`src/design/cpuPkg.sv`:
```
package cpuPkg;

	////////////////////////////////////////////////////////////
	// instruction field and datapath widths
	////////////////////////////////////////////////////////////
	localparam int WORD_W     = 32;
	localparam int REG_W      = 5;
	localparam int OPCODE_W   = 6;
	localparam int FUNCT_W    = 6;
	localparam int IMM_W      = 16;
	localparam int ALU_CTRL_W = 4;
	localparam int MEM_ADDR_W = 6;

	// storage sizes
	localparam int REG_COUNT  = 32;
	localparam int DMEM_WORDS = 64;

	typedef logic [WORD_W-1:0]     word_t;
	typedef logic [REG_W-1:0]      regAddr_t;
	typedef logic [OPCODE_W-1:0]   opcode_t;
	typedef logic [FUNCT_W-1:0]    funct_t;
	typedef logic [ALU_CTRL_W-1:0] aluCtrl_t;
	typedef logic [MEM_ADDR_W-1:0] memAddr_t;

	////////////////////////////////////////////////////////////
	// primary opcodes
	////////////////////////////////////////////////////////////
	localparam opcode_t OPC_RTYPE = 6'd0;
	localparam opcode_t OPC_ADDI  = 6'd8;
	localparam opcode_t OPC_LW    = 6'd35;
	localparam opcode_t OPC_SW    = 6'd43;
	// branch and jump retire as no-ops
	localparam opcode_t OPC_BEQ   = 6'd4;
	localparam opcode_t OPC_J     = 6'd2;

	// R-format function field
	localparam funct_t FUNCT_ADD = 6'd32;
	localparam funct_t FUNCT_SUB = 6'd34;
	localparam funct_t FUNCT_AND = 6'd36;
	localparam funct_t FUNCT_OR  = 6'd37;
	localparam funct_t FUNCT_SLT = 6'd42;

	// ALU operation codes, classic MIPS encoding
	localparam aluCtrl_t ALU_AND = 4'b0000;
	localparam aluCtrl_t ALU_OR  = 4'b0001;
	localparam aluCtrl_t ALU_ADD = 4'b0010;
	localparam aluCtrl_t ALU_SUB = 4'b0110;
	localparam aluCtrl_t ALU_SLT = 4'b0111;

	// instruction port four-phase handshake
	typedef enum logic {
		HS_IDLE,
		HS_ACK
	} hsState_t;

endpackage

```
`src/design/executeResultIf.sv`:
```
`timescale 1ns/1ps

interface executeResultIf;

	logic              valid;
	// ALU output doubles as memory address
	cpuPkg::word_t     aluResult;
	// rt value for sw
	cpuPkg::word_t     storeData;
	cpuPkg::regAddr_t  dest;

	logic              regWrite;
	logic              memRead;
	logic              memWrite;

	modport execute (output valid, aluResult, storeData, dest,
		regWrite, memRead, memWrite);
	modport result (input valid, aluResult, storeData, dest,
		regWrite, memRead, memWrite);

endinterface

```
`src/design/memResult.sv`:
```
`timescale 1ns/1ps

module memResult (
	input  logic              clk,
	input  logic              reset,
	executeResultIf.result    fromExec,
	output logic              wbValid,
	output cpuPkg::regAddr_t  wbReg,
	output cpuPkg::word_t     wbData
);

	cpuPkg::word_t     dmem [cpuPkg::DMEM_WORDS];
	cpuPkg::memAddr_t  memIndex;
	cpuPkg::word_t     loadData;

	// writeback stage payload
	logic              wbLoad;
	cpuPkg::word_t     wbLoadData;
	cpuPkg::word_t     wbAluData;

	////////////////////////////////////////////////////////////
	// data memory
	////////////////////////////////////////////////////////////
	// word index from byte address
	assign memIndex = fromExec.aluResult[7:2];
	// combinational read for lw
	assign loadData = dmem[memIndex];

	always_ff @(posedge clk or posedge reset) begin
		if (reset) begin
			for (int i = 0; i < cpuPkg::DMEM_WORDS; i++)
				dmem[i] <= '0;
		end else if (fromExec.valid && fromExec.memWrite) begin
			dmem[memIndex] <= fromExec.storeData;
		end
	end

	////////////////////////////////////////////////////////////
	// memory/writeback stage register
	////////////////////////////////////////////////////////////
	// dest 0 writes never reach the port
	always_ff @(posedge clk or posedge reset) begin
		if (reset)
			wbValid <= 1'b0;
		else
			wbValid <= fromExec.valid && fromExec.regWrite && fromExec.dest != '0;
	end

	always_ff @(posedge clk) begin
		wbReg      <= fromExec.dest;
		wbLoad     <= fromExec.memRead;
		wbLoadData <= loadData;
		wbAluData  <= fromExec.aluResult;
	end

	// load data for lw, ALU result otherwise
	assign wbData = wbLoad ? wbLoadData : wbAluData;

endmodule

```
`src/flat_wrapper.sv`:
```
// flat-port wrapper written by rule: the top's interface ports become plain ports
module memResult_flat 
  (clk, reset, wbValid, wbReg, wbData, fromExec_valid, fromExec_aluResult, fromExec_storeData, fromExec_dest, fromExec_regWrite, fromExec_memRead, fromExec_memWrite);
  executeResultIf fromExec_i ();
  input  logic clk;
  input  logic reset;
  output logic wbValid;
  output cpuPkg::regAddr_t wbReg;
  output cpuPkg::word_t wbData;
  input wire logic [$bits(fromExec_i.valid)-1:0] fromExec_valid;
  input wire logic [$bits(fromExec_i.aluResult)-1:0] fromExec_aluResult;
  input wire logic [$bits(fromExec_i.storeData)-1:0] fromExec_storeData;
  input wire logic [$bits(fromExec_i.dest)-1:0] fromExec_dest;
  input wire logic [$bits(fromExec_i.regWrite)-1:0] fromExec_regWrite;
  input wire logic [$bits(fromExec_i.memRead)-1:0] fromExec_memRead;
  input wire logic [$bits(fromExec_i.memWrite)-1:0] fromExec_memWrite;
  assign fromExec_i.valid = fromExec_valid;
  assign fromExec_i.aluResult = fromExec_aluResult;
  assign fromExec_i.storeData = fromExec_storeData;
  assign fromExec_i.dest = fromExec_dest;
  assign fromExec_i.regWrite = fromExec_regWrite;
  assign fromExec_i.memRead = fromExec_memRead;
  assign fromExec_i.memWrite = fromExec_memWrite;
  memResult u_core (.clk(clk), .reset(reset), .fromExec(fromExec_i), .wbValid(wbValid), .wbReg(wbReg), .wbData(wbData));
endmodule
```
`config.mk`:
```
export PLATFORM = sky130hd
export DESIGN_NAME = memResult_flat
export DESIGN_NICKNAME = d
export VERILOG_FILES = /design/src/design/cpuPkg.sv /design/src/design/executeResultIf.sv /design/src/design/memResult.sv /design/src/flat_wrapper.sv
export SDC_FILE = /design/constraint.sdc
export NUM_CORES = 2
export LEC_CHECK = 0
export BUFFER_PORTS_ARGS = -buffer_cell sky130_fd_sc_hd__buf_4
export CELL_PAD_IN_SITES_DETAIL_PLACEMENT = 0
export CELL_PAD_IN_SITES_GLOBAL_PLACEMENT = 1
export CORE_MARGIN = 10
export CORE_UTILIZATION = 53
export DETAILED_ROUTE_END_ITERATION = 10
export PLACE_DENSITY_LB_ADDON = 0.1
export SLEW_MARGIN = 15
export SYNTH_ARGS = -nofsm -noshare
export SYNTH_HDL_FRONTEND = slang
export SYNTH_SLANG_ARGS = --single-unit
```
`constraint.sdc`:
```
create_clock -name clk -period 86.2 [get_ports clk]
set_clock_uncertainty 0.1 [all_clocks]
set_input_delay 12.93 -clock clk [delete_from_list [all_inputs] [get_ports clk]]
set_output_delay 12.93 -clock clk [all_outputs]
set_load 0.1 [all_outputs]
```
==> summary.txt <==
WORST SETUP PATH
---------------------------------------------------------------------------------------
Most common cell on crit path                                              sky130_fd_sc_hd__buf_4
CP max FO                                                                           146
Cell type of the slowest stage on the worst timing path                    sky130_fd_sc_hd__buf_4
Reg-to-Reg Start                                                           u_core.dmem[1680]$_DFFE_PP0P_
Kind of start point of the critical path                                     input port
CP Data Arrival Time                                                           18.00 ns
Critical path, cell by cell                                                buf_4, inv_8, buf_4, buf_12, buf_4, buf_4, buf_4
Critical Path RT                                                               86.94 ns
Largest incremental delay on the critical path                                  0.91 ns
Worst setup path startpoint                                                       reset
Worst setup path class                                                     input port to async pin
Endpoint class of the critical path                                           async pin

LOGIC SYNTHESIS
---------------------------------------------------------------------------------------
Synthesized area per cell                                                     13.6 um^2
Most common flop cell mapped by yosys                                      sky130_fd_sc_hd__dfrtp_1
Net count of the mapped netlist                                                    7017
Dominant cells by area after synthesis                                     sky130_fd_sc_hd__dfrtp_1, sky130_fd_sc_hd__mux2_2, sky130_fd_sc_hd__a221oi_1
Cell area after technology mapping                                          0.0941 mm^2
Total number of yosys warnings                                                        0
Number of flip-flops and latches in the synthesized netlist                        2119
Mapped Cells                                                                       6942
Area leader, netlist                                                       sky130_fd_sc_hd__dfrtp_1
Async SR Flop Fraction                                                            0.967
EDFF count, synth                                                                     0
Proportion of netlist area held by the largest area contributor                   0.545
Count of unique library cells instantiated by Yosys                                  65
Register area share after synthesis                                               0.560

CLOCK NETWORK
---------------------------------------------------------------------------------------
Number of buffers added for setup after CTS                                           0
TritonCTS Sinks                                                                    2119
Worst-Skew Late Latency                                                         0.89 ns
Library cell used as clock root buffer                                     sky130_fd_sc_hd__clkbuf_16
Post_cts resized                                                                      0
Largest buffer count on any clock path                                                3
Clock transition at path regs                                                   0.06 ns
Total CTS buffers                                                                   222
Post-cts hold buffer count                                                            0
TritonCTS clock tree                                                               done
Total number of H-tree levels                                                         4

GRT
---------------------------------------------------------------------------------------
Largest net degree at the start of global routing                                   180
Antenna violations before repair                                                     13
Vias in the first global route                                                    64229
Overall track demand over capacity in global routing                              0.338
Total overflow reported by the global router                                          0
First-pass GRT wire length                                                       476 mm

HOLD PATH
---------------------------------------------------------------------------------------
Class of the most critical hold timing path                                flip-flop to flip-flop
Worst min-delay path startpoint                                            u_core.dmem[503]$_DFFE_PP0P_

STA
---------------------------------------------------------------------------------------
Max-slew violation total from the final report                                        0
Final Hold Viols                                                                      0
Min Clock Period, post-route                                                   17.26 ns
Setup repair after global routing missed its margin                                  no
Number of endpoints failing setup at the final stage                                  0
Share of the clock period used by the worst path                                  0.200
F_max                                                                          57.9 MHz
Hold slack                                                                     0.387 ns
Actual slew at the worst max-slew pin                                           1.23 ns
Worst slew margin relative to its limit                                           0.177
Total Negative Setup Slacks                                                        0 ns

ROUTING
---------------------------------------------------------------------------------------
Antenna-violating nets left                                                           0
Post-detailed-route wirelength per cell                                         36.2 um
Detail-routed via count per cell                                                   6.92
Total iterations of the first detailed-routing run                                    9
Aggregate routed wire length                                                     334 mm
Number of violations reported at the end of detailed-routing iteration 0           6799
Remaining routing DRC violations                                                      0
Via count                                                                         63843

DIE
---------------------------------------------------------------------------------------
Placeable core area                                                          0.176 mm^2
Floorplan die area                                                           0.195 mm^2
Site row count                                                                      154
Die extent in y                                                                  441 um
Initial core utilization                                                          0.534
Horizontal die dimension                                                         441 um
Number of top-level pins                                                            113

PLACE
---------------------------------------------------------------------------------------
Placed wire-length estimate after detailed placement                             182 mm
Routability-driven placement congestion ratio                                     0.818
IO Port Bufs                                                                        112
Number of placed instances with taps included                                      8808

JOB
---------------------------------------------------------------------------------------
Total of max-cap violations                                                           0

CELLS AND AREA
---------------------------------------------------------------------------------------
Area of the multi-input gates                                               0.0386 mm^2
Nets                                                                               6767
Post-synthesis to final-layout area growth                                        10.6%
Storage element area                                                        0.0527 mm^2
Filler-free cell count of the finished design                                      9220
Fraction of layout cells with a size suffix above 1                               0.428
Fill cell total of the finished layout                                            14059
Core occupancy in the finished layout                                             0.590

POWER AND IR DROP
---------------------------------------------------------------------------------------
Leakage power figure                                                          0.0487 uW
Ratio of total power to cell area                                          22.4 mW/mm^2
Worst voltage drop across the vdd grid                                        0.0199 mV

STATUS
---------------------------------------------------------------------------------------
Outcome                                                                    complete, no violations

## metrics by stage
stage / power [uW] / area, um^2 / worst slack (ns)
floorplan: 1300 / 94100 / 15.29
global placement: 1360 / 96600 / 68.04
detailed placement: 1370 / 96600 / 67.90
CTS: 2330 / 104000 / 68.84
global route: 2400 / 104000 / 68.25
finish: 2330 / 104000 / 68.94
## registers in the layout, indices dropped and copies added (netlist names)
register           cells
u_core.dmem         2048
u_core.wbAluData      32
u_core.wbLoad          1
u_core.wbLoadData     32
u_core.wbReg           5
u_core.wbValid         1
## critical path: cells and delay by family
kind | cells | cell delay [ns]
buffers and inverters | 7 | 4.64
## placed cells by master, fill, tap and decap left out, drive strengths merged, types with 43 or more instances in the layout
master / n
clkinv: 43
o22ai: 51
nand2: 78
a22o: 54
buf: 282
dfrtp: 2049
o21ai: 216
mux2: 2177
dfxtp: 70
a21oi: 112
a22oi: 86
clkbuf: 346
a221o: 53
mux2i: 131
nor2: 348
a221oi: 552
## logic make-up after synthesis
| group | count (synthesis) | synth area share |
|---|---|---|
| mux | 2348 | 0.284 |
| compound gates | 1204 | 0.0973 |
| flops | 2119 | 0.560 |
| buf+inv | 760 | 0.0359 |
| simple gates | 511 | 0.0230 |
## routing by layer
layer / track usage / vias to the layer above / share of wire
met5: 0 / - / 0.000039
met3: 0.0724 / 768 / 0.090
met4: 0.148 / 2 / 0.049
li1: - / 25339 / -
met2: 0.519 / 3180 / 0.45
met1: 0.463 / 34554 / 0.41
## cells in the mapped netlist, types with 3 or more instances
cell,instances
sky130_fd_sc_hd__a211oi_1,4
sky130_fd_sc_hd__a21oi_1,112
sky130_fd_sc_hd__a221o_1,53
sky130_fd_sc_hd__a221oi_1,552
sky130_fd_sc_hd__a222oi_1,16
sky130_fd_sc_hd__a22o_1,54
sky130_fd_sc_hd__a22oi_1,86
sky130_fd_sc_hd__a31oi_1,5
sky130_fd_sc_hd__and2_1,4
sky130_fd_sc_hd__and3_1,6
sky130_fd_sc_hd__buf_1,82
sky130_fd_sc_hd__buf_2,296
sky130_fd_sc_hd__buf_4,17
sky130_fd_sc_hd__buf_6,8
sky130_fd_sc_hd__clkbuf_1,351
sky130_fd_sc_hd__dfrtp_1,2049
sky130_fd_sc_hd__dfxtp_1,70
sky130_fd_sc_hd__inv_2,3
sky130_fd_sc_hd__mux2_1,14
sky130_fd_sc_hd__mux2_2,2162
sky130_fd_sc_hd__mux2i_1,131
sky130_fd_sc_hd__mux4_2,40
sky130_fd_sc_hd__nand2_1,78
sky130_fd_sc_hd__nand2b_1,3
sky130_fd_sc_hd__nand3_1,8
sky130_fd_sc_hd__nand4_1,14
sky130_fd_sc_hd__nor2_1,348
sky130_fd_sc_hd__nor2b_1,4
sky130_fd_sc_hd__nor3_1,3
sky130_fd_sc_hd__o2111ai_1,3
sky130_fd_sc_hd__o211ai_1,7
sky130_fd_sc_hd__o21ai_0,216
sky130_fd_sc_hd__o221ai_1,9
sky130_fd_sc_hd__o22a_1,8
sky130_fd_sc_hd__o22ai_1,51
sky130_fd_sc_hd__o2bb2ai_1,10
sky130_fd_sc_hd__or3_1,14
sky130_fd_sc_hd__or3b_2,3
sky130_fd_sc_hd__or4_1,12
## where the power goes
group	internal [uW]	leakage, uW	switching [uW]
registers	1080	0.0285	42.7
logic	97.4	0.0165	140
clock network	563	0.00367	407
total	1740	0.0487	590
## worst paths after layout
path | to | slack (ns) | cells past startpoint
setup reg to reg | u_core.wbLoadData[16]$_DFF_P_ | 83.51 | 6
max in group clk | u_core.dmem[393]$_DFFE_PP0P_ | 69.39 | 7
setup / recovery | u_core.dmem[1079]$_DFFE_PP0P_ | 68.94 | 7
min in group asynchronous | u_core.dmem[1124]$_DFFE_PP0P_ | 12.11 | 2
hold / removal | u_core.dmem[503]$_DFFE_PP0P_ | 0.39 | 1
hold reg to reg | u_core.dmem[503]$_DFFE_PP0P_ | 0.39 | 1
## cell type report
class | count | share of cell area
inverters | 4 | 0.000361
repair buffers | 282 | 0.0224
multi-input cells | 4063 | 0.371
well taps | 2340 | 0.0281
flip-flops and latches | 2119 | 0.506
diodes | 6 | 0.000144
clock inverters | 60 | 0.00621
clock buffers | 346 | 0.0650
(Power assumes the default switching activity.)
