[config.mk]
export PLATFORM = sky130hd
export DESIGN_NAME = instrDecode_flat
export DESIGN_NICKNAME = d
export VERILOG_FILES = /design/src/design/cpuPkg.sv /design/src/design/decodeExecuteIf.sv /design/src/design/instrDecode.sv /design/src/flat_wrapper.sv
export SDC_FILE = /design/constraint.sdc
export NUM_CORES = 2
export LEC_CHECK = 0
export ABC_AREA = 1
export BUFFER_PORTS_ARGS = -buffer_cell sky130_fd_sc_hd__buf_2
export CAP_MARGIN = 5
export CORE_AREA = 8 8 256 443
export DETAILED_ROUTE_END_ITERATION = 8
export DIE_AREA = 0 0 264 451
export PLACE_DENSITY = 0.87
export SLEW_MARGIN = 5
export SYNTH_ARGS = -nofsm -noshare
export SYNTH_HDL_FRONTEND = slang
export SYNTH_SLANG_ARGS = --single-unit
[constraint.sdc]
create_clock -name clk -period 29.3 [get_ports clk]
set_input_delay 0 -clock clk [delete_from_list [all_inputs] [get_ports clk]]
set_output_delay 0 -clock clk [all_outputs]
set_load 0.1 [all_outputs]
[src/design/cpuPkg.sv]
package cpuPkg;

	////////////////////////////////////////////////////////////
	// instruction field and datapath widths
	////////////////////////////////////////////////////////////
	localparam int WORD_W     = 32;
	localparam int REG_W      = 5;
	localparam int OPCODE_W   = 6;
	localparam int FUNCT_W    = 6;
	localparam int IMM_W      = 16;
	localparam int ALU_CTRL_W = 4;
	localparam int MEM_ADDR_W = 6;

	// storage sizes
	localparam int REG_COUNT  = 32;
	localparam int DMEM_WORDS = 64;

	typedef logic [WORD_W-1:0]     word_t;
	typedef logic [REG_W-1:0]      regAddr_t;
	typedef logic [OPCODE_W-1:0]   opcode_t;
	typedef logic [FUNCT_W-1:0]    funct_t;
	typedef logic [ALU_CTRL_W-1:0] aluCtrl_t;
	typedef logic [MEM_ADDR_W-1:0] memAddr_t;

	////////////////////////////////////////////////////////////
	// primary opcodes
	////////////////////////////////////////////////////////////
	localparam opcode_t OPC_RTYPE = 6'd0;
	localparam opcode_t OPC_ADDI  = 6'd8;
	localparam opcode_t OPC_LW    = 6'd35;
	localparam opcode_t OPC_SW    = 6'd43;
	// branch and jump retire as no-ops
	localparam opcode_t OPC_BEQ   = 6'd4;
	localparam opcode_t OPC_J     = 6'd2;

	// R-format function field
	localparam funct_t FUNCT_ADD = 6'd32;
	localparam funct_t FUNCT_SUB = 6'd34;
	localparam funct_t FUNCT_AND = 6'd36;
	localparam funct_t FUNCT_OR  = 6'd37;
	localparam funct_t FUNCT_SLT = 6'd42;

	// ALU operation codes, classic MIPS encoding
	localparam aluCtrl_t ALU_AND = 4'b0000;
	localparam aluCtrl_t ALU_OR  = 4'b0001;
	localparam aluCtrl_t ALU_ADD = 4'b0010;
	localparam aluCtrl_t ALU_SUB = 4'b0110;
	localparam aluCtrl_t ALU_SLT = 4'b0111;

	// instruction port four-phase handshake
	typedef enum logic {
		HS_IDLE,
		HS_ACK
	} hsState_t;

endpackage

[src/design/decodeExecuteIf.sv]
`timescale 1ns/1ps

interface decodeExecuteIf;

	// stage valid and operands
	logic              valid;
	cpuPkg::word_t     operandA;
	cpuPkg::word_t     operandB;
	// sign-extended immediate
	cpuPkg::word_t     imm;
	cpuPkg::funct_t    funct;
	cpuPkg::regAddr_t  dest;

	// controls carried down the pipe
	logic              regWrite;
	logic              memRead;
	logic              memWrite;
	logic              aluSrc;
	// high: R-format, ALU op from funct
	logic              aluOpClass;

	modport decode (output valid, operandA, operandB, imm, funct, dest,
		regWrite, memRead, memWrite, aluSrc, aluOpClass);
	modport execute (input valid, operandA, operandB, imm, funct, dest,
		regWrite, memRead, memWrite, aluSrc, aluOpClass);

endinterface

[src/design/instrDecode.sv]
`timescale 1ns/1ps

module instrDecode (
	input  logic              clk,
	input  logic              reset,
	input  logic              instrReq,
	input  cpuPkg::word_t     instr,
	output logic              instrAck,
	input  logic              wbValid,
	input  cpuPkg::regAddr_t  wbReg,
	input  cpuPkg::word_t     wbData,
	decodeExecuteIf.decode    toExec
);

	// handshake and capture slot
	cpuPkg::hsState_t  hsState;
	logic              slotValid;
	cpuPkg::word_t     slotInstr;
	logic              capture;
	logic              issue;
	logic              hazard;

	// fields of the held instruction
	cpuPkg::opcode_t   opcode;
	cpuPkg::regAddr_t  rs;
	cpuPkg::regAddr_t  rt;
	cpuPkg::regAddr_t  rd;

	// decoded controls
	logic              regWrite;
	logic              memRead;
	logic              memWrite;
	logic              aluSrc;
	logic              aluOpClass;
	logic              regDst;
	logic              usesRs;
	logic              usesRt;

	cpuPkg::word_t     regs [cpuPkg::REG_COUNT];

	// execute/memory entry, tracked here one edge behind decode/execute
	logic              exMemWrite;
	cpuPkg::regAddr_t  exMemDest;

	// register read with writeback bypass, $0 hardwired
	function automatic cpuPkg::word_t readReg(cpuPkg::regAddr_t addr);
		if (addr == '0)
			return '0;
		else if (wbValid && wbReg == addr)
			return wbData;
		return regs[addr];
	endfunction

	// src still waiting on an older in-flight write
	function automatic logic pending(cpuPkg::regAddr_t src);
		return (src != '0) &&
			((toExec.valid && toExec.regWrite && toExec.dest == src) ||
			(exMemWrite && exMemDest == src));
	endfunction

	////////////////////////////////////////////////////////////
	// instruction port handshake
	////////////////////////////////////////////////////////////
	// take a new word only if the slot frees up on this edge
	assign capture  = (hsState == cpuPkg::HS_IDLE) && instrReq && (!slotValid || issue);
	assign instrAck = (hsState == cpuPkg::HS_ACK);

	always_ff @(posedge clk or posedge reset) begin
		if (reset) begin
			hsState   <= cpuPkg::HS_IDLE;
			slotValid <= 1'b0;
		end else begin
			case (hsState)
				cpuPkg::HS_IDLE: begin
					if (capture)
						hsState <= cpuPkg::HS_ACK;
				end
				cpuPkg::HS_ACK: begin
					// hold ack until req goes away
					if (!instrReq)
						hsState <= cpuPkg::HS_IDLE;
				end
				default: hsState <= cpuPkg::HS_IDLE;
			endcase
			slotValid <= capture || (slotValid && !issue);
		end
	end

	always_ff @(posedge clk) begin
		if (capture)
			slotInstr <= instr;
	end

	////////////////////////////////////////////////////////////
	// control decode
	////////////////////////////////////////////////////////////
	assign opcode = slotInstr[31:26];
	assign rs     = slotInstr[25:21];
	assign rt     = slotInstr[20:16];
	assign rd     = slotInstr[15:11];

	always_comb begin
		regWrite   = 1'b0;
		memRead    = 1'b0;
		memWrite   = 1'b0;
		aluSrc     = 1'b0;
		aluOpClass = 1'b0;
		regDst     = 1'b0;
		usesRs     = 1'b0;
		usesRt     = 1'b0;
		case (opcode)
			cpuPkg::OPC_RTYPE: begin
				regWrite   = 1'b1;
				aluOpClass = 1'b1;
				regDst     = 1'b1;
				usesRs     = 1'b1;
				usesRt     = 1'b1;
			end
			cpuPkg::OPC_ADDI: begin
				regWrite = 1'b1;
				aluSrc   = 1'b1;
				usesRs   = 1'b1;
			end
			cpuPkg::OPC_LW: begin
				regWrite = 1'b1;
				memRead  = 1'b1;
				aluSrc   = 1'b1;
				usesRs   = 1'b1;
			end
			cpuPkg::OPC_SW: begin
				memWrite = 1'b1;
				aluSrc   = 1'b1;
				usesRs   = 1'b1;
				usesRt   = 1'b1;
			end
			// branch and jump flow through with no side effects
			cpuPkg::OPC_BEQ, cpuPkg::OPC_J: begin
				regWrite = 1'b0;
			end
			default: begin
				regWrite = 1'b0;
			end
		endcase
	end

	// no forwarding, so wait out any producer still ahead of writeback
	assign hazard = (usesRs && pending(rs)) || (usesRt && pending(rt));
	assign issue  = slotValid && !hazard;

	////////////////////////////////////////////////////////////
	// register file
	////////////////////////////////////////////////////////////
	always_ff @(posedge clk or posedge reset) begin
		if (reset) begin
			for (int i = 0; i < cpuPkg::REG_COUNT; i++)
				regs[i] <= '0;
		end else if (wbValid && wbReg != '0) begin
			regs[wbReg] <= wbData;
		end
	end

	////////////////////////////////////////////////////////////
	// decode/execute stage register
	////////////////////////////////////////////////////////////
	// bubble when nothing issues
	always_ff @(posedge clk or posedge reset) begin
		if (reset) begin
			toExec.valid    <= 1'b0;
			toExec.regWrite <= 1'b0;
			toExec.memRead  <= 1'b0;
			toExec.memWrite <= 1'b0;
			exMemWrite      <= 1'b0;
		end else begin
			toExec.valid    <= issue;
			toExec.regWrite <= issue && regWrite;
			toExec.memRead  <= issue && memRead;
			toExec.memWrite <= issue && memWrite;
			exMemWrite      <= toExec.valid && toExec.regWrite;
		end
	end

	always_ff @(posedge clk) begin
		toExec.operandA   <= readReg(rs);
		toExec.operandB   <= readReg(rt);
		toExec.imm        <= {{(cpuPkg::WORD_W - cpuPkg::IMM_W){slotInstr[15]}},
			slotInstr[cpuPkg::IMM_W-1:0]};
		toExec.funct      <= slotInstr[5:0];
		toExec.dest       <= regDst ? rd : rt;
		toExec.aluSrc     <= aluSrc;
		toExec.aluOpClass <= aluOpClass;
		exMemDest         <= toExec.dest;
	end

endmodule

[src/flat_wrapper.sv]
// flat-port wrapper written by rule: the top's interface ports become plain ports
module instrDecode_flat 
  (clk, reset, instrReq, instr, instrAck, wbValid, wbReg, wbData, toExec_valid, toExec_operandA, toExec_operandB, toExec_imm, toExec_funct, toExec_dest, toExec_regWrite, toExec_memRead, toExec_memWrite, toExec_aluSrc, toExec_aluOpClass);
  decodeExecuteIf toExec_i ();
  input  logic clk;
  input  logic reset;
  input  logic instrReq;
  input  cpuPkg::word_t instr;
  output logic instrAck;
  input  logic wbValid;
  input  cpuPkg::regAddr_t wbReg;
  input  cpuPkg::word_t wbData;
  output wire logic [$bits(toExec_i.valid)-1:0] toExec_valid;
  output wire logic [$bits(toExec_i.operandA)-1:0] toExec_operandA;
  output wire logic [$bits(toExec_i.operandB)-1:0] toExec_operandB;
  output wire logic [$bits(toExec_i.imm)-1:0] toExec_imm;
  output wire logic [$bits(toExec_i.funct)-1:0] toExec_funct;
  output wire logic [$bits(toExec_i.dest)-1:0] toExec_dest;
  output wire logic [$bits(toExec_i.regWrite)-1:0] toExec_regWrite;
  output wire logic [$bits(toExec_i.memRead)-1:0] toExec_memRead;
  output wire logic [$bits(toExec_i.memWrite)-1:0] toExec_memWrite;
  output wire logic [$bits(toExec_i.aluSrc)-1:0] toExec_aluSrc;
  output wire logic [$bits(toExec_i.aluOpClass)-1:0] toExec_aluOpClass;
  assign toExec_valid = toExec_i.valid;
  assign toExec_operandA = toExec_i.operandA;
  assign toExec_operandB = toExec_i.operandB;
  assign toExec_imm = toExec_i.imm;
  assign toExec_funct = toExec_i.funct;
  assign toExec_dest = toExec_i.dest;
  assign toExec_regWrite = toExec_i.regWrite;
  assign toExec_memRead = toExec_i.memRead;
  assign toExec_memWrite = toExec_i.memWrite;
  assign toExec_aluSrc = toExec_i.aluSrc;
  assign toExec_aluOpClass = toExec_i.aluOpClass;
  instrDecode u_core (.clk(clk), .reset(reset), .instrReq(instrReq), .instr(instr), .instrAck(instrAck), .wbValid(wbValid), .wbReg(wbReg), .wbData(wbData), .toExec(toExec_i));
endmodule
==> out/qor.csv <==
stage,metric,value,unit
drt,final wirelength,227,mm
power,Max rail drop VDD,59.0,uV
timing,hold slack,-0.0347,ns
synthesis,Post-Syn Nets,8327,
drt,DR pass1 iterations,8,
setup_path,"Req. time, crit path",29.92,ns
job,Max-Cap Viols,0,
layout,fin cells,9434,
drt,Avg WL per Cell,24.1,um
synthesis,top cell type's share of synthesized area,0.425,
die,Starting Density,0.567,
placed_design,Cells after DPL,9126,
timing,Setup-failing EPs final,0,
layout,"commonest non-fill, non-tap cell in the layout",nand2_1,
synthesis,Most used DFF post-synth,dfrtp_1,
run_status,failing checks,hold timing,
clock_tree,Worst-path clk slew,0.06,ns
grt,vias in the first global route,59997,
clock_tree,CTS tree,yes,
synthesis,post-synthesis sequential area ratio,0.471,
setup_path,CP most frequent cell,nand3_1,
drt,Vias,62391,
layout,most frequent cells in the layout,"2325 x nand2_1, 1307 x o21ai_0, 1037 x nand3_1",
placed_design,Post-DP HPWL,121,mm
timing,Final Hold Fails,9,
run_status,outcome,finished with violations,
timing,relative slew slack,0.103,
grt,antenna violations before repair,22,
grt,first-pass GRT wire length,344,mm
clock_tree,CTS max path bufs,3,
die,Die Height,451,um
synthesis,Netlist cell types,25,
clock_tree,TritonCTS Sinks,1155,
die,Die Width,264,um
timing,Max Transition Viols Final,0,
synthesis,Mapped Cells,8254,
layout,final net count,8039,
synthesis,cell type with the largest total area after synthesis,dfrtp_1,
layout,synthesis-to-layout area growth,8.65,%
setup_path,critical path's slowest cell,buf_4,
clock_tree,TritonCTS Buffers,106,
power,pwr dens,70.7,nW/um2
clock_tree,Root Buffer Master,clkbuf_16,
setup_path,CP Max Fanout,240,
timing,RSZ-0062 raised after global routing,false,
setup_path,crit path DAT,5.77,ns
layout,layout cells sized above 1,0.0746,
drt,vias per cell,6.61,
synthesis,synthesized area,60700,um2
drt,number of remaining DRC errors,0,
worst_hold_path,Hold Path Class,primary input to asynchronous set/reset pin,
die,row count,159,
setup_path,Worst Setup End Kind,register,
synthesis,Synth Warn #,0,
setup_path,"slowest stage delay, CP",0.96,ns
die,IO Count,187,
die,core box area,107000,um2
grt,Congestion Overflow GR,0,
timing,Tcrit/Tclk final,0.176,
grt,largest net degree at the start of global routing,241,
clock_tree,postcts setup bufs,0,
timing,PnR worst setup slack,24.15,ns
die,die area,119000,um2
placed_design,RD Place Congestion,0.911,
placed_design,number of buffers added on ports,186,
synthesis,"Async S/R FF share, synth",0.893,
timing,Worst Clk Skew,0.0303,ns
placed_design,Setup Slack @ Placement,24.52,ns
synthesis,Post-synth EDFFs,32,
setup_path,Setup CP Type,register to register,
grt,GRT Overall Usage,0.369,
drt,drt initial violations,11208,
power,PnR Total Power,4.66,mW
timing,Tmin final,5.15,ns
synthesis,ranking of synthesized cells by area,"dfrtp_1 43%, nand2_1 15%, o21ai_0 11%",
power,Leak Pwr,30.7,nW
clock_tree,worst skew pair latency,0.74,ns
setup_path,"Critical Path, Cell by Cell",buf_4 -> buf_4 -> buf_12 -> buf_4 -> o21ai_0 -> nand2_1 -> nand3_1 -> nand3_1 -> nand3_1 -> nand3_1 -> nand2_1,
setup_path,Startpoint Class,register,
clock_tree,CTS H-tree lvls,3,
drt,"antenna viol nets, final",0,
timing,Worst-Margin Slew,1.34,ns
timing,setup total negative slack,0,ns
timing,fmax,194,MHz
synthesis,#FFs+latches synth,1155,
synthesis,synthesized area per cell,7.35,um2
## registers in the layout, summed over array words and instances, names as in the netlist, 5 cells and up
register	cells
u_core.regs	1024
u_core.slotInstr	32
u_core.toExec.operandA	32
u_core.toExec.operandB	32
u_core.toExec.imm	16
u_core.exMemDest	5
u_core.toExec.dest	5
## cell usage after synthesis (3+ instances only)
cell type	count
nand2_1	2351
o22ai_1	5
a21oi_1	314
nand3_1	1037
nand4_1	4
inv_2	5
inv_1	585
nor2_2	4
o21ai_0	1307
clkbuf_1	650
buf_1	66
clkinv_1	4
or2_2	85
buf_4	22
buf_2	43
dfrtp_1	1031
xor2_1	4
nor3_1	10
edfxtp_1	32
nor2_1	150
o211ai_1	433
o21ai_1	16
nor3_2	3
dfxtp_1	92
## worst paths after layout
kind	slack (ns)	endpoint	from	depth (start not counted)
setup / recovery	24.15	u_core.toExec.operandA[18]$_DFF_P_	u_core.slotInstr[21]$_DFFE_PP_	11
hold / removal	-0.03	u_core.regs[964]$_DFFE_PP0P_	reset	3
setup reg to reg	24.15	u_core.toExec.operandA[18]$_DFF_P_	u_core.slotInstr[21]$_DFFE_PP_	11
hold reg to reg	0.35	u_core.toExec.imm[0]$_DFF_P_	u_core.slotInstr[0]$_DFFE_PP_	0
max in group asynchronous	25.44	u_core.regs[285]$_DFFE_PP0P_	reset	7
min in group clk	0.01	u_core.slotInstr[29]$_DFFE_PP_	instr[29]	2
## per-stage QoR
step,instance area [um2],util
3_3_place_gp,61200,0.572
3_5_place_dp,61200,0.572
6_report,65900,0.616
2_1_floorplan,60700,-
4_1_cts,65900,0.615
5_1_grt,65900,0.616
## critical path: cells and delay by family, from the launching register on
family / cells / cell delay [ns]
compound gates: 1 / 0.26
buf+inv: 4 / 3.50
flops: 1 / 0.32
simple gates: 6 / 0.64
## routing by layer
layer,vias up,share of wire,global-route usage,wire length [um]
met2,5489,0.44,0.562,98900
li1,26672,-,-,-
met1,28661,0.32,0.431,72500
met3,1561,0.15,0.115,34500
met4,8,0.094,0.291,21400
met5,-,0.00030,0.00246,68
## kinds of logic (layout without fill, tap and decap cells)
family / Yosys count / after routing / share of synthesized area
simple gates: 3645 / 3645 / 0.252
other cells: 0 / 11 / 0
xor+xnor: 4 / 4 / 0.000577
compound gates: 2075 / 2075 / 0.189
flops: 1155 / 1155 / 0.471
buf+inv: 1375 / 1176 / 0.0873
## repair_timing
item	CTS	global route
hold buffers	98	2
endpoints found under the hold margin	384	2
resized for setup	0	0
## power breakdown
group / switching (mW) / internal [mW]
clock: 0.649 / 0.852
sequential: 0.198 / 1.89
combinational: 0.759 / 0.316
total: 1.61 / 3.06
## cell type report
type | instances | area (um2)
Inverter | 594 | 2260
Timing Repair Buffer | 385 | 2740
Sequential cell | 1155 | 28600
Fill cell | 8842 | 41100
Antenna cell | 11 | 27.5
Clock buffer | 148 | 3090
Multi-Input combinational cell | 5724 | 26900
Clock inverter | 49 | 608
Tap cell | 1368 | 1710
(Power assumes the default switching activity.)
