<file path="config.mk">
export PLATFORM = sky130hd
export DESIGN_NAME = aluExecute_flat
export DESIGN_NICKNAME = d
export VERILOG_FILES = /design/src/design/cpuPkg.sv /design/src/design/decodeExecuteIf.sv /design/src/design/executeResultIf.sv /design/src/design/aluExecute.sv /design/src/flat_wrapper.sv
export SDC_FILE = /design/constraint.sdc
export NUM_CORES = 1
export LEC_CHECK = 0
export BUFFER_PORTS_ARGS = -buffer_cell sky130_fd_sc_hd__buf_4
export CORE_UTILIZATION = 50
export CTS_CLUSTER_DIAMETER = 80
export DETAILED_ROUTE_END_ITERATION = 10
export PLACE_DENSITY = 0.76
export SLEW_MARGIN = 10
export SYNTH_ARGS = -nofsm -noshare
export SYNTH_HDL_FRONTEND = slang
export SYNTH_SLANG_ARGS = --single-unit
</file>
<file path="constraint.sdc">
create_clock -name clk -period 0.9 [get_ports clk]
set_clock_uncertainty 0.1 [all_clocks]
set_input_delay 0.045 -clock clk [delete_from_list [all_inputs] [get_ports clk]]
set_output_delay 0.045 -clock clk [all_outputs]
set_load 0.005 [all_outputs]
</file>
<file path="src/design/cpuPkg.sv">
package cpuPkg;

	////////////////////////////////////////////////////////////
	// instruction field and datapath widths
	////////////////////////////////////////////////////////////
	localparam int WORD_W     = 32;
	localparam int REG_W      = 5;
	localparam int OPCODE_W   = 6;
	localparam int FUNCT_W    = 6;
	localparam int IMM_W      = 16;
	localparam int ALU_CTRL_W = 4;
	localparam int MEM_ADDR_W = 6;

	// storage sizes
	localparam int REG_COUNT  = 32;
	localparam int DMEM_WORDS = 64;

	typedef logic [WORD_W-1:0]     word_t;
	typedef logic [REG_W-1:0]      regAddr_t;
	typedef logic [OPCODE_W-1:0]   opcode_t;
	typedef logic [FUNCT_W-1:0]    funct_t;
	typedef logic [ALU_CTRL_W-1:0] aluCtrl_t;
	typedef logic [MEM_ADDR_W-1:0] memAddr_t;

	////////////////////////////////////////////////////////////
	// primary opcodes
	////////////////////////////////////////////////////////////
	localparam opcode_t OPC_RTYPE = 6'd0;
	localparam opcode_t OPC_ADDI  = 6'd8;
	localparam opcode_t OPC_LW    = 6'd35;
	localparam opcode_t OPC_SW    = 6'd43;
	// branch and jump retire as no-ops
	localparam opcode_t OPC_BEQ   = 6'd4;
	localparam opcode_t OPC_J     = 6'd2;

	// R-format function field
	localparam funct_t FUNCT_ADD = 6'd32;
	localparam funct_t FUNCT_SUB = 6'd34;
	localparam funct_t FUNCT_AND = 6'd36;
	localparam funct_t FUNCT_OR  = 6'd37;
	localparam funct_t FUNCT_SLT = 6'd42;

	// ALU operation codes, classic MIPS encoding
	localparam aluCtrl_t ALU_AND = 4'b0000;
	localparam aluCtrl_t ALU_OR  = 4'b0001;
	localparam aluCtrl_t ALU_ADD = 4'b0010;
	localparam aluCtrl_t ALU_SUB = 4'b0110;
	localparam aluCtrl_t ALU_SLT = 4'b0111;

	// instruction port four-phase handshake
	typedef enum logic {
		HS_IDLE,
		HS_ACK
	} hsState_t;

endpackage

</file>
<file path="src/design/decodeExecuteIf.sv">
`timescale 1ns/1ps

interface decodeExecuteIf;

	// stage valid and operands
	logic              valid;
	cpuPkg::word_t     operandA;
	cpuPkg::word_t     operandB;
	// sign-extended immediate
	cpuPkg::word_t     imm;
	cpuPkg::funct_t    funct;
	cpuPkg::regAddr_t  dest;

	// controls carried down the pipe
	logic              regWrite;
	logic              memRead;
	logic              memWrite;
	logic              aluSrc;
	// high: R-format, ALU op from funct
	logic              aluOpClass;

	modport decode (output valid, operandA, operandB, imm, funct, dest,
		regWrite, memRead, memWrite, aluSrc, aluOpClass);
	modport execute (input valid, operandA, operandB, imm, funct, dest,
		regWrite, memRead, memWrite, aluSrc, aluOpClass);

endinterface

</file>
<file path="src/design/executeResultIf.sv">
`timescale 1ns/1ps

interface executeResultIf;

	logic              valid;
	// ALU output doubles as memory address
	cpuPkg::word_t     aluResult;
	// rt value for sw
	cpuPkg::word_t     storeData;
	cpuPkg::regAddr_t  dest;

	logic              regWrite;
	logic              memRead;
	logic              memWrite;

	modport execute (output valid, aluResult, storeData, dest,
		regWrite, memRead, memWrite);
	modport result (input valid, aluResult, storeData, dest,
		regWrite, memRead, memWrite);

endinterface

</file>
<file path="src/design/aluExecute.sv">
`timescale 1ns/1ps

module aluExecute (
	input  logic              clk,
	input  logic              reset,
	decodeExecuteIf.execute   fromDec,
	executeResultIf.execute   toRes
);

	cpuPkg::aluCtrl_t  aluCtrl;
	cpuPkg::word_t     aluB;
	cpuPkg::word_t     aluResult;

	////////////////////////////////////////////////////////////
	// ALU control
	////////////////////////////////////////////////////////////
	always_comb begin
		// lw, sw and addi all add
		aluCtrl = cpuPkg::ALU_ADD;
		if (fromDec.aluOpClass) begin
			case (fromDec.funct)
				cpuPkg::FUNCT_ADD: aluCtrl = cpuPkg::ALU_ADD;
				cpuPkg::FUNCT_SUB: aluCtrl = cpuPkg::ALU_SUB;
				cpuPkg::FUNCT_AND: aluCtrl = cpuPkg::ALU_AND;
				cpuPkg::FUNCT_OR:  aluCtrl = cpuPkg::ALU_OR;
				cpuPkg::FUNCT_SLT: aluCtrl = cpuPkg::ALU_SLT;
				// no matching op, ALU falls back to pass A
				default:           aluCtrl = '1;
			endcase
		end
	end

	// operand B mux, register or immediate
	assign aluB = fromDec.aluSrc ? fromDec.imm : fromDec.operandB;

	always_comb begin
		case (aluCtrl)
			cpuPkg::ALU_AND: aluResult = fromDec.operandA & aluB;
			cpuPkg::ALU_OR:  aluResult = fromDec.operandA | aluB;
			cpuPkg::ALU_ADD: aluResult = fromDec.operandA + aluB;
			cpuPkg::ALU_SUB: aluResult = fromDec.operandA - aluB;
			// signed compare
			cpuPkg::ALU_SLT: aluResult = ($signed(fromDec.operandA) < $signed(aluB)) ?
				cpuPkg::word_t'(1) : '0;
			default:         aluResult = fromDec.operandA;
		endcase
	end

	////////////////////////////////////////////////////////////
	// execute/memory stage register
	////////////////////////////////////////////////////////////
	always_ff @(posedge clk or posedge reset) begin
		if (reset) begin
			toRes.valid    <= 1'b0;
			toRes.regWrite <= 1'b0;
			toRes.memRead  <= 1'b0;
			toRes.memWrite <= 1'b0;
		end else begin
			toRes.valid    <= fromDec.valid;
			toRes.regWrite <= fromDec.regWrite;
			toRes.memRead  <= fromDec.memRead;
			toRes.memWrite <= fromDec.memWrite;
		end
	end

	always_ff @(posedge clk) begin
		toRes.aluResult <= aluResult;
		// rt value, used only by sw
		toRes.storeData <= fromDec.operandB;
		toRes.dest      <= fromDec.dest;
	end

endmodule

</file>
<file path="src/flat_wrapper.sv">
// flat-port wrapper written by rule: the top's interface ports become plain ports
module aluExecute_flat 
  (clk, reset, fromDec_valid, fromDec_operandA, fromDec_operandB, fromDec_imm, fromDec_funct, fromDec_dest, fromDec_regWrite, fromDec_memRead, fromDec_memWrite, fromDec_aluSrc, fromDec_aluOpClass, toRes_valid, toRes_aluResult, toRes_storeData, toRes_dest, toRes_regWrite, toRes_memRead, toRes_memWrite);
  decodeExecuteIf fromDec_i ();
  executeResultIf toRes_i ();
  input  logic clk;
  input  logic reset;
  input wire logic [$bits(fromDec_i.valid)-1:0] fromDec_valid;
  input wire logic [$bits(fromDec_i.operandA)-1:0] fromDec_operandA;
  input wire logic [$bits(fromDec_i.operandB)-1:0] fromDec_operandB;
  input wire logic [$bits(fromDec_i.imm)-1:0] fromDec_imm;
  input wire logic [$bits(fromDec_i.funct)-1:0] fromDec_funct;
  input wire logic [$bits(fromDec_i.dest)-1:0] fromDec_dest;
  input wire logic [$bits(fromDec_i.regWrite)-1:0] fromDec_regWrite;
  input wire logic [$bits(fromDec_i.memRead)-1:0] fromDec_memRead;
  input wire logic [$bits(fromDec_i.memWrite)-1:0] fromDec_memWrite;
  input wire logic [$bits(fromDec_i.aluSrc)-1:0] fromDec_aluSrc;
  input wire logic [$bits(fromDec_i.aluOpClass)-1:0] fromDec_aluOpClass;
  output wire logic [$bits(toRes_i.valid)-1:0] toRes_valid;
  output wire logic [$bits(toRes_i.aluResult)-1:0] toRes_aluResult;
  output wire logic [$bits(toRes_i.storeData)-1:0] toRes_storeData;
  output wire logic [$bits(toRes_i.dest)-1:0] toRes_dest;
  output wire logic [$bits(toRes_i.regWrite)-1:0] toRes_regWrite;
  output wire logic [$bits(toRes_i.memRead)-1:0] toRes_memRead;
  output wire logic [$bits(toRes_i.memWrite)-1:0] toRes_memWrite;
  assign fromDec_i.valid = fromDec_valid;
  assign fromDec_i.operandA = fromDec_operandA;
  assign fromDec_i.operandB = fromDec_operandB;
  assign fromDec_i.imm = fromDec_imm;
  assign fromDec_i.funct = fromDec_funct;
  assign fromDec_i.dest = fromDec_dest;
  assign fromDec_i.regWrite = fromDec_regWrite;
  assign fromDec_i.memRead = fromDec_memRead;
  assign fromDec_i.memWrite = fromDec_memWrite;
  assign fromDec_i.aluSrc = fromDec_aluSrc;
  assign fromDec_i.aluOpClass = fromDec_aluOpClass;
  assign toRes_valid = toRes_i.valid;
  assign toRes_aluResult = toRes_i.aluResult;
  assign toRes_storeData = toRes_i.storeData;
  assign toRes_dest = toRes_i.dest;
  assign toRes_regWrite = toRes_i.regWrite;
  assign toRes_memRead = toRes_i.memRead;
  assign toRes_memWrite = toRes_i.memWrite;
  aluExecute u_core (.clk(clk), .reset(reset), .fromDec(fromDec_i), .toRes(toRes_i));
endmodule
</file>
==> run_results.csv, run 1 <==
group,metric,value,unit
clock_network,clk_path_buf_depth,2,
run_status,status,"aborted with a tool error",
die,initial_utilization,51.57,%
die,die_w,121.9,um
synthesis,async_reset_ff_share,5.479,%
placement,hpwl,22080,um
synthesis,synth_area_leader_cell,"dfxtp_1",
synthesis,synthFlopType,"dfxtp_1",
placement,dpl_worst_slack,-2.384,ns
die,fp.dieH,121.9,um
placement,portBuffers,187,
clock_network,cts_inserted_buffers,9,
run_status,haltStage,"global routing (5_1_grt)",
global_routing,grt_usage,95.76,%
sta,grt-worst-endpoint,"u_core.toRes.aluResult[22]$_DFF_P_/D",
synthesis,syn-cell-area,7186,sq um
synthesis,netlist_instances,913,
placement,place_congestion,0.9630,
synthesis,syn_avg_cell_area,7.870,sq um
synthesis,yosysUniqueCellTypes,86,
synthesis,synth_nets,1126,
global_routing,grt_max_degree,28,
synthesis,yosysWarnings,0,
die,ios,188,
clock_network,cts-htree-levels,3,
synthesis,ys_seq_area_share,20.62,%
synthesis,ys_ff_latch,73,
clock_network,clockRootBuffer,"clkbuf_16",
run_status,tool.error,"[ERROR GRT-0232] Routing congestion too high. Check the congestion heatmap in the GUI.",
synthesis,synthTopCellsByArea,"dfxtp_1, ha_1, a21oi_1",
sta,worst-endpoint-pin-kind,"register input",
global_routing,grt_overflow_total,1157,
synthesis,netlist.area_leader.share,19.22,%
clock_network,clkSinkCount,73,
synthesis,synth_edf_count,0,
die,fp-row-count,43,
per-stage QoR:
stage	cell area (sq um)	std cells	utilization [%]	TNS, ns
floorplan	7467	913	-	-52.80
global placement	11030	1522	79.14	-63.17
detailed placement	11030	1522	79.14	-64.93
CTS	12670	1615	90.91	-52.49
cell families after synthesis:
kind of cell / synth area share (%)
mux: 5.450
fa+ha+maj: 17.27
buf+inv: 9.333
simple gates: 14.49
compound gates: 31.74
xor+xnor: 1.097
flops: 20.62
what timing repair did:
item,4_1_cts
setup buffers,17
hold endpoints to repair,63
pin swaps,42
endpoints found under the setup margin,105
resized for setup,156
hold buffers,59
gates cloned,1
synthesized netlist by cell type (all sizes together) (5+ instances only):
| master | n |
|---|---|
| o221ai | 14 |
| nor4 | 6 |
| a21oi | 97 |
| nor2 | 73 |
| o21bai | 14 |
| dfxtp | 69 |
| buf | 19 |
| or3 | 12 |
| and2 | 6 |
| a21o | 18 |
| ha | 96 |
| nand3 | 14 |
| o21ai | 36 |
| o21a | 5 |
| nand4 | 6 |
| o22ai | 11 |
| a2111oi | 7 |
| o31ai | 8 |
| mux2i | 38 |
| a211oi | 16 |
| xor2 | 5 |
| a32oi | 5 |
| clkbuf | 36 |
| a221o | 15 |
| o211ai | 10 |
| a31oi | 12 |
| nor3 | 19 |
| o31a | 6 |
| and3 | 7 |
| a221oi | 16 |
| nor2b | 11 |
| nand2b | 9 |
| inv | 102 |
| nand2 | 34 |
metal layers:
layer  overflow  global-route usage, %
met5          1                  23.96
met2        910                  130.4
met4        224                  112.6
met1         16                  84.29
met3          6                  67.88
==> run 2: changes to the inputs <==
CORE_UTILIZATION = 35   (was 50)
CTS_CLUSTER_DIAMETER = default   (was 80)
PLACE_DENSITY = default   (was 0.76)
PLACE_DENSITY_LB_ADDON = 0.15   (was default)
==> run 2 against run 1 <==
Net effect: the flow now finishes, with violations (hold timing, setup timing); synthesized area did not move; synthesized cell count did not move.
==> run_results.csv, run 2 <==
group,metric,value,unit
synthesis,synth_nets,1126,
detailed_routing,first_pass_iters,6,
sta,period_share,315.8,%
run,cap_violations,0,
clock_network,clockRootBuffer,"clkbuf_16",
sta,hold_slack,-0.04170,ns
synthesis,ys_seq_area_share,20.62,%
setup_path,crit_type,"primary input to register",
clock_network,cts_tree,"done",
synthesis,netlist_instances,913,
power,combPwrFrac,53.3,%
clock_network,clk_path_buf_depth,2,
setup_path,critPathMaxStageDelay,0.38,ns
power,p_clk_share,23.2,%
clock_network,clk_pin_slew,0.07,ns
clock_network,cts-htree-levels,3,
synthesis,syn-cell-area,7186,sq um
cells_and_area,antenna-diode-count,0,
synthesis,synthTopCellsByCount,"inv_1, a21oi_1, ha_1",
placement,portBuffers,187,
cells_and_area,final_common_cell,"buf_4",
sta,layout_min_cycle_time,2.842,ns
detailed_routing,wire_per_inst,17.33,um
synthesis,async_reset_ff_share,5.479,%
clock_network,clkSinkCount,73,
cells_and_area,top_regs,"u_core.toRes.aluResult x32, u_core.toRes.storeData x32, u_core.toRes.dest x5",
setup_path,cp.depth,17,
global_routing,grt_pass1_wl,46600,um
cells_and_area,syn_to_final_growth,87.72,%
sta,grt_setup_unrepaired,"yes",
clock_network,cts-hold-fix-buffers,59,
die,die-area,21110,sq um
min_path,hp-class,"primary input to register",
synthesis,synthMostInstantiatedCell,"inv_1",
global_routing,grt_usage,27.48,%
sta,setup_slack,-1.942,ns
placement,hpwl,21530,um
die,die_w,145.3,um
placement,dpl_worst_slack,-2.603,ns
die,coreArea,20170,sq um
cells_and_area,layout_common_cells,"buf_4, inv_1, a21oi_1",
placement,place_congestion,0.9262,
detailed_routing,ant_nets,0,
die,initial_utilization,35.63,%
global_routing,first_global_vias,9052,
global_routing,antenna_found_initial,0,
setup_path,slowest_stage,"a221o_1",
global_routing,grt_max_degree,31,
power,p_per_area,1191,nW/um^2
sta,finalSetupViolations,105,
setup_path,crit_required,1.05,ns
synthesis,yosysUniqueCellTypes,86,
sta,slew_headroom,63.69,%
cells_and_area,layout-drive-gt1-share,50.83,%
setup_path,crit_end,"u_core.toRes.aluResult[28]",
setup_path,crit_top_cell,"buf_12",
setup_path,worst-path-buf-inv,6,
setup_path,cp-startpoint,"fromDec_aluSrc",
detailed_routing,wirelength,29740,um
detailed_routing,avgViaCountPerCell,5.258,
synthesis,syn_avg_cell_area,7.870,sq um
synthesis,synth_edf_count,0,
setup_path,crit_fanout,7,
run_status,violations,"hold timing, setup timing",
die,fp.dieH,145.3,um
power,switching_share,37.05,%
setup_path,critical_path.top_delay_family,"compound AO/OA/AOI/OAI gates",
run_status,status,"complete, but fails checks",
sta,worst_pin_slew,0.5400,ns
die,ios,188,
die,fp-row-count,52,
synthesis,ys_ff_latch,73,
power,power,0.01607,W
sta,final_hold_viol_count,2,
cells_and_area,fin_util,66.88,%
synthesis,synth_area_leader_cell,"dfxtp_1",
synthesis,yosysWarnings,0,
detailed_routing,drt-initial-drc-count,527,
setup_path,cp_cell_sequence,"buf_8 > buf_12 > buf_12 > buf_12 > mux2i_4 > ha_4 > buf_6 > buf_6 > nand2b_1 > o311a_1 > o31a_1 > o21ai_2 > nand3_2 > a221o_1 > a221o_1 > a21oi_2 > o22ai_1",
setup_path,start_kind,"primary input",
setup_path,endpoint_kind,"register",
power,p_int,0.01012,W
synthesis,netlist.area_leader.share,19.22,%
detailed_routing,vias,9022,
power,p_switching,0.005952,W
power,peakVddDrop,0.001002,V
power,sequentialPowerShare,23.4,%
detailed_routing,remaining_drc_errors,0,
cells_and_area,final_nets,1654,
power,cellLeakagePower,6.367,nW
sta,drv_slew,0,
cells_and_area,fin_area,13490,sq um
clock_network,cts_inserted_buffers,9,
setup_path,cp.arrival,2.99,ns
synthesis,synthFlopType,"dfxtp_1",
global_routing,grt_overflow_total,0,
sta,clock.fmax,351.9,MHz
placement,placed_cell_area,11130,sq um
synthesis,synthTopCellsByArea,"dfxtp_1, ha_1, a21oi_1",
run 2: cell counts after synthesis:
No cell type changed its count.
run 2: layout make-up:
type	count	area (sq um)
Sequential cell	73	1538
Timing Repair Buffer	572	4847
Inverter	102	390.4
Tap cell	270	337.8
Multi-Input combinational cell	683	6091
Clock buffer	9	225.2
Fill cell	1680	6680
Clock inverter	7	60.06
run 2: worst min path at each step:
stage	endpoint	startpoint	depth (start not counted)
floorplan	u_core.toRes.memRead	reset	1
global placement	u_core.toRes.valid	reset	2
detailed placement	u_core.toRes.regWrite	reset	2
CTS	u_core.toRes.aluResult[2]	fromDec_operandA[2]	4
global route	u_core.toRes.aluResult[2]	fromDec_operandA[2]	4
finish	u_core.toRes.aluResult[31]	fromDec_operandA[31]	4
run 2: logic make-up after synthesis:
family                     count (synthesis)  share of synthesized area (%)
muxes                                     39                          5.450
DFF                                       73                          20.62
adders and majority gates                 98                          17.27
xor gates and xnor gates                   9                          1.097
buffers and inverters                    157                          9.333
and+or+nand+nor                          211                          14.49
AOI/OAI and AO/OA                        326                          31.74
run 2: layer usage:
layer	GRT usage (%)	share of wire (%)
met1	34.83	43
met2	47.76	49
met3	3.522	4.8
met4	9.263	2.6
met5	0	0
run 2: metrics by stage:
stage | instances | setup TNS [ns] | hold slack, ns
5_1_grt | 1716 | -60.10 | -0.007694
6_report | 1716 | -55.94 | -0.04170
3_5_place_dp | 1612 | -67.81 | -0.1604
4_1_cts | 1709 | -55.00 | -0.04745
3_3_place_gp | 1612 | -66.52 | -0.1613
2_1_floorplan | 913 | -52.80 | -0.2889
run 2: power groups by stage:
stage	logic, W	clock network (W)	registers (W)
after global placement	0.00676	0	0.00375
after detailed placement	0.00681	0	0.00375
after CTS	0.00791	0.00381	0.00371
final	0.00857	0.00373	0.00377
after global routing	0.00916	0.00394	0.00380
after floorplan	0.00332	0	0.00377
run 2: what timing repair did:
action | in CTS | in global routing
pin swaps | 56 | 51
endpoints found under the hold margin | 64 | 1
setup endpoints to repair | 105 | 105
gates resized for setup | 161 | 132
buffers inserted | 22 | 13
No activity file was read; power rests on OpenSTA's default activity.
==> run 3: changes to the inputs <==
--- a/config.mk
+++ b/config.mk
@@ -11,2 +11,3 @@
 export PLACE_DENSITY_LB_ADDON = 0.15
+export SKIP_CTS_REPAIR_TIMING = 1
 export SLEW_MARGIN = 10
--- a/constraint.sdc
+++ b/constraint.sdc
@@ -4,2 +4,2 @@
 set_output_delay 0.045 -clock clk [all_outputs]
-set_load 0.005 [all_outputs]
+set_load 0.01 [all_outputs]
==> run 3 against run 2 <==
Net effect: the run still ends with hold timing, setup timing left; setup slack improved by 0.017 ns; count of clock-buffer cells in the layout did not move; first-iteration DRC count fell by 17%; critical path type unchanged; highest routed layer unchanged.
==> run_results.csv, run 3 (synthesized netlist as in run 2, its figures left out) <==
group,metric,value,unit
run_status,status,"complete, but fails checks",
run_status,violations,"hold timing, setup timing",
detailed_routing,wire_per_inst,16.73,um
setup_path,slowest_stage,"o41a_1",
cells_and_area,final_nets,1643,
clock_network,clk_path_buf_depth,2,
cells_and_area,layout-drive-gt1-share,50.45,%
global_routing,grt_max_degree,31,
global_routing,grt_usage,25.07,%
power,switching_share,36.99,%
clock_network,clkSinkCount,73,
setup_path,crit_fanout,6,
die,die_w,145.3,um
cells_and_area,top_regs,"u_core.toRes.aluResult x32, u_core.toRes.storeData x32, u_core.toRes.dest x5",
detailed_routing,first_pass_iters,7,
die,initial_utilization,35.63,%
min_path,min_from,"fromDec_operandA[2]",
global_routing,antenna_found_initial,0,
placement,portBuffers,187,
sta,hold_slack,-0.03570,ns
detailed_routing,remaining_drc_errors,0,
setup_path,crit_required,1.08,ns
setup_path,cp.arrival,3.01,ns
setup_path,crit_top_cell,"buf_12",
setup_path,critPathMaxStageDelay,0.38,ns
sta,layout_min_cycle_time,2.825,ns
clock_network,cts_tree,"done",
detailed_routing,drt-initial-drc-count,440,
cells_and_area,nFillCells,1733,
power,p_per_area,1196,nW/um^2
cells_and_area,antenna-diode-count,0,
cells_and_area,syn_to_final_growth,83.91,%
global_routing,grt_use_met1,32.67,%
cells_and_area,multi_input_area,5849,sq um
min_path,whs_path_depth,4,
cells_and_area,final_common_cell,"buf_4",
global_routing,grt_pass1_wl,42500,um
power,cellLeakagePower,6.309,nW
cells_and_area,fin_area,13220,sq um
global_routing,grtUsageMet3,4.057,%
power,p_int,0.009958,W
sta,period_share,313.9,%
global_routing,grt-busiest-layer,"met2",
placement,dpl_worst_slack,-2.603,ns
setup_path,endpoint_kind,"register",
die,fp-row-count,52,
sta,worst_pin_slew,0.5045,ns
power,combPwrFrac,52.5,%
detailed_routing,vias,8775,
detailed_routing,ant_nets,0,
die,ios,188,
detailed_routing,avgViaCountPerCell,5.147,
global_routing,grt_overflow_total,0,
min_path,holdPathEnd,"u_core.toRes.aluResult[2]",
sta,grt_setup_unrepaired,"yes",
power,power,0.01580,W
sta,setup_slack,-1.925,ns
power,peakVddDrop,0.0009992,V
setup_path,cp_cell_sequence,"buf_12 > buf_12 > buf_12 > mux2i_4 > ha_4 > nor2_2 > o311a_1 > o41a_1 > a211oi_4 > o311ai_4 > a211oi_2 > a31oi_1 > mux2_4 > o22ai_2",
placement,hpwl,21530,um
clock_network,cts-htree-levels,3,
sta,slew_headroom,66.08,%
power,p_switching,0.005846,W
die,die-area,21110,sq um
power,sequentialPowerShare,24.0,%
sta,drv_slew,0,
sta,final_hold_viol_count,4,
sta,finalSetupViolations,105,
detailed_routing,wirelength,28530,um
sta,clock.fmax,353.9,MHz
run,cap_violations,0,
global_routing,grtUsageMet2,43.39,%
clock_network,cts_inserted_buffers,9,
min_path,hp-class,"primary input to register",
setup_path,start_kind,"primary input",
cells_and_area,layout_common_cells,"buf_4, inv_1, a21oi_1, buf_6, ha_1",
placement,placed_cell_area,11130,sq um
placement,place_congestion,0.9262,
setup_path,crit_type,"primary input to register",
cells_and_area,ff_latch_area,1556,sq um
clock_network,clockRootBuffer,"clkbuf_16",
global_routing,first_global_vias,8269,
power,p_clk_share,23.5,%
die,coreArea,20170,sq um
die,fp.dieH,145.3,um
clock_network,clk_pin_slew,0.07,ns
==> run 3: worst max-delay path: cells and delay by family <==
kind	cells	cell delay, ns
compound gates	7	1.72
mux	2	0.50
buf+inv	3	0.39
fa+ha+maj	1	0.29
simple gates	1	0.04
==> run 3: routing by layer <==
layer / up-vias / share of wire (%) / wire length (um)
li1: 4384 / - / -
met1: 4117 / 45 / 12960
met2: 246 / 49 / 13910
met5: - / 0 / 0
met3: 28 / 4.4 / 1248
met4: 0 / 1.5 / 414
==> run 3: area by class of cell <==
| cell class | count | share of cell area [%] |
|---|---|---|
| Inverter | 102 | 2.935 |
| Multi-Input combinational cell | 683 | 44.26 |
| Clock buffer | 9 | 1.704 |
| Sequential cell | 73 | 11.78 |
| Tap cell | 270 | 2.556 |
| Clock inverter | 7 | 0.4545 |
| Timing Repair Buffer | 561 | 36.31 |
==> run 3: power by group through the flow <==
stage          logic, W  registers [W]  clock network (W)
4_1_cts         0.00698        0.00368            0.00381
5_1_grt         0.00891        0.00382            0.00395
2_1_floorplan   0.00332        0.00389                  0
6_report        0.00829        0.00380            0.00372
3_3_place_gp    0.00689        0.00375                  0
3_5_place_dp    0.00694        0.00375                  0
==> run 3: how the worst max path moves through the flow <==
stage / start / endpoint / slack, ns
3_3_place_gp: fromDec_aluSrc / u_core.toRes.aluResult[31] / -2.55
6_report: fromDec_aluSrc / u_core.toRes.aluResult[29] / -1.93
3_5_place_dp: fromDec_aluSrc / u_core.toRes.aluResult[31] / -2.60
4_1_cts: fromDec_aluSrc / u_core.toRes.aluResult[31] / -2.25
5_1_grt: fromDec_aluSrc / u_core.toRes.aluResult[27] / -2.06
2_1_floorplan: fromDec_aluSrc / u_core.toRes.aluResult[28] / -1.95
==> run 3: per-stage QoR <==
stage / setup TNS (ns) / util (%) / hold slack (ns) / cells
floorplan: -52.80 / - / -0.2889 / 913
global placement: -66.52 / 55.17 / -0.1613 / 1612
detailed placement: -67.81 / 55.17 / -0.1604 / 1612
CTS: -60.13 / 56.59 / -0.5493 / 1628
global route: -58.93 / 65.52 / -0.02629 / 1705
finish: -54.44 / 65.52 / -0.03570 / 1705
==> run 4: changes to the inputs <==
SLEW_MARGIN = 15   (was 10)
clock period = 2.4 ns   (was 0.9 ns; I/O delays follow)
==> run 4 against run 3 <==
Net effect: the flow still finishes with violations (hold timing, setup timing); routed wire length shrank 2.3%; sequential share of layout area is essentially flat; critical path depth is the same; worst hold slack gained 0.022 ns; cell count shrank 2.5%; utilization shrank 3.2 points; critical path type unchanged.
==> run_results.csv, run 4 (synthesized netlist as in run 2, its figures left out) <==
group,metric,value,unit
clock_network,clockRootBuffer,"clkbuf_16",
sta,layout_min_cycle_time,2.853,ns
sta,grt_setup_unrepaired,"yes",
setup_path,crit_required,2.59,ns
cells_and_area,top_regs,"u_core.toRes.aluResult x32, u_core.toRes.storeData x32, u_core.toRes.dest x5",
die,die_w,145.3,um
sta,hold_slack,-0.01374,ns
setup_path,start_kind,"primary input",
min_path,whs_path_depth,3,
sta,worst_pin_slew,0.4318,ns
run_status,violations,"hold timing, setup timing",
global_routing,grt_overflow_total,0,
clock_network,cts_tree,"done",
detailed_routing,ant_nets,0,
global_routing,grt_usage,24.70,%
power,cellLeakagePower,6.017,nW
global_routing,grt_pass1_wl,42170,um
placement,portBuffers,187,
setup_path,endpoint_kind,"register",
placement,dpl_worst_slack,-1.124,ns
clock_network,clk_pin_slew,0.07,ns
min_path,hp-class,"primary input to register",
placement,place_congestion,0.9203,
cells_and_area,syn_to_final_growth,74.89,%
clock_network,cts_inserted_buffers,9,
cells_and_area,final_cells,1663,
cells_and_area,layout-drive-gt1-share,45.37,%
clock_network,clk_path_buf_depth,2,
cells_and_area,layout_common_cells,"buf_4, inv_1, a21oi_1",
power,p_per_area,469.6,nW/um^2
placement,dpl.cell_count,1588,
die,fp.dieH,145.3,um
sta,slew_headroom,70.97,%
detailed_routing,first_pass_iters,5,
sta,final_hold_viol_count,2,
die,die-area,21110,sq um
placement,hpwl,20570,um
global_routing,antenna_found_initial,0,
min_path,holdPathEnd,"u_core.toRes.aluResult[27]",
sta,drv_slew,0,
cells_and_area,final_nets,1601,
min_path,min_from,"fromDec_operandA[27]",
run,cap_violations,0,
detailed_routing,remaining_drc_errors,0,
global_routing,first_global_vias,8238,
detailed_routing,wirelength,27870,um
clock_network,cts-htree-levels,3,
cells_and_area,fin_util,62.31,%
sta,period_share,118.9,%
cells_and_area,antenna-diode-count,0,
detailed_routing,vias,8826,
power,peakVddDrop,0.0003547,V
setup_path,crit_type,"primary input to register",
clock_network,clkSinkCount,73,
die,ios,188,
cells_and_area,final_common_cell,"buf_4",
setup_path,crit_fanout,5,
detailed_routing,drt-initial-drc-count,713,
setup_path,cp.arrival,3.05,ns
global_routing,grt_max_degree,42,
detailed_routing,avgViaCountPerCell,5.307,
die,initial_utilization,35.63,%
power,power,0.005901,W
sta,setup_slack,-0.4533,ns
detailed_routing,wire_per_inst,16.76,um
die,coreArea,20170,sq um
sta,finalSetupViolations,24,
die,fp-row-count,52,
run_status,status,"complete, but fails checks",
sta,clock.fmax,350.5,MHz
## run 4: layout make-up
type	instances	area (sq um)
clock buffer	9	225.2
clock inverter	7	101.3
fill	1839	7602
inverter	102	385.4
multi-input combinational	683	5897
sequential	73	1481
tap	270	337.8
timing repair buffer	519	4139
## run 4: how the worst max path moves through the flow
stage,slack (ns),from,cells past startpoint,endpoint
6_report,-0.45,fromDec_aluSrc,14,u_core.toRes.aluResult[29]
3_5_place_dp,-1.12,fromDec_aluSrc,13,u_core.toRes.aluResult[27]
4_1_cts,-0.76,fromDec_aluSrc,13,u_core.toRes.aluResult[27]
3_3_place_gp,-1.19,fromDec_aluSrc,13,u_core.toRes.aluResult[27]
2_1_floorplan,-0.53,fromDec_aluSrc,15,u_core.toRes.aluResult[28]
5_1_grt,-0.56,fromDec_aluSrc,15,u_core.toRes.aluResult[28]
## run 4: per-stage QoR
step / TNS (ns) / area [sq um]
after floorplan: -8.995 / 7388
after global placement: -21.80 / 10890
after detailed placement: -22.50 / 10890
after CTS: -12.12 / 11210
after global routing: -8.214 / 12570
final: -5.283 / 12570
## run 4: power breakdown
| group | total [W] | internal, W | switching, W |
|---|---|---|---|
| logic | 0.00296 | 0.00152 | 0.00144 |
| registers | 0.00137 | 0.00134 | 0.0000384 |
| clock network | 0.00157 | 0.000923 | 0.000647 |
## run 4: worst max-delay path, stage by stage
cell	delay [ns]
buf_16	0.13
mux2i_4	0.21
ha_4	0.28
buf_6	0.08
nor2_2	0.04
o311a_1	0.31
o41a_1	0.40
a211oi_2	0.30
o311ai_2	0.14
buf_4	0.17
a211oi_4	0.34
a31oi_4	0.13
mux2_4	0.29
o22ai_2	0.09
## run 4: per-layer routing
layer / global-route usage, % / up-vias / routed length [um]
li1: - / 4292 / -
met1: 33.71 / 4179 / 12880
met2: 38.97 / 320 / 12730
met3: 4.937 / 35 / 1853
met4: 7.526 / 0 / 411
met5: 0 / - / 0
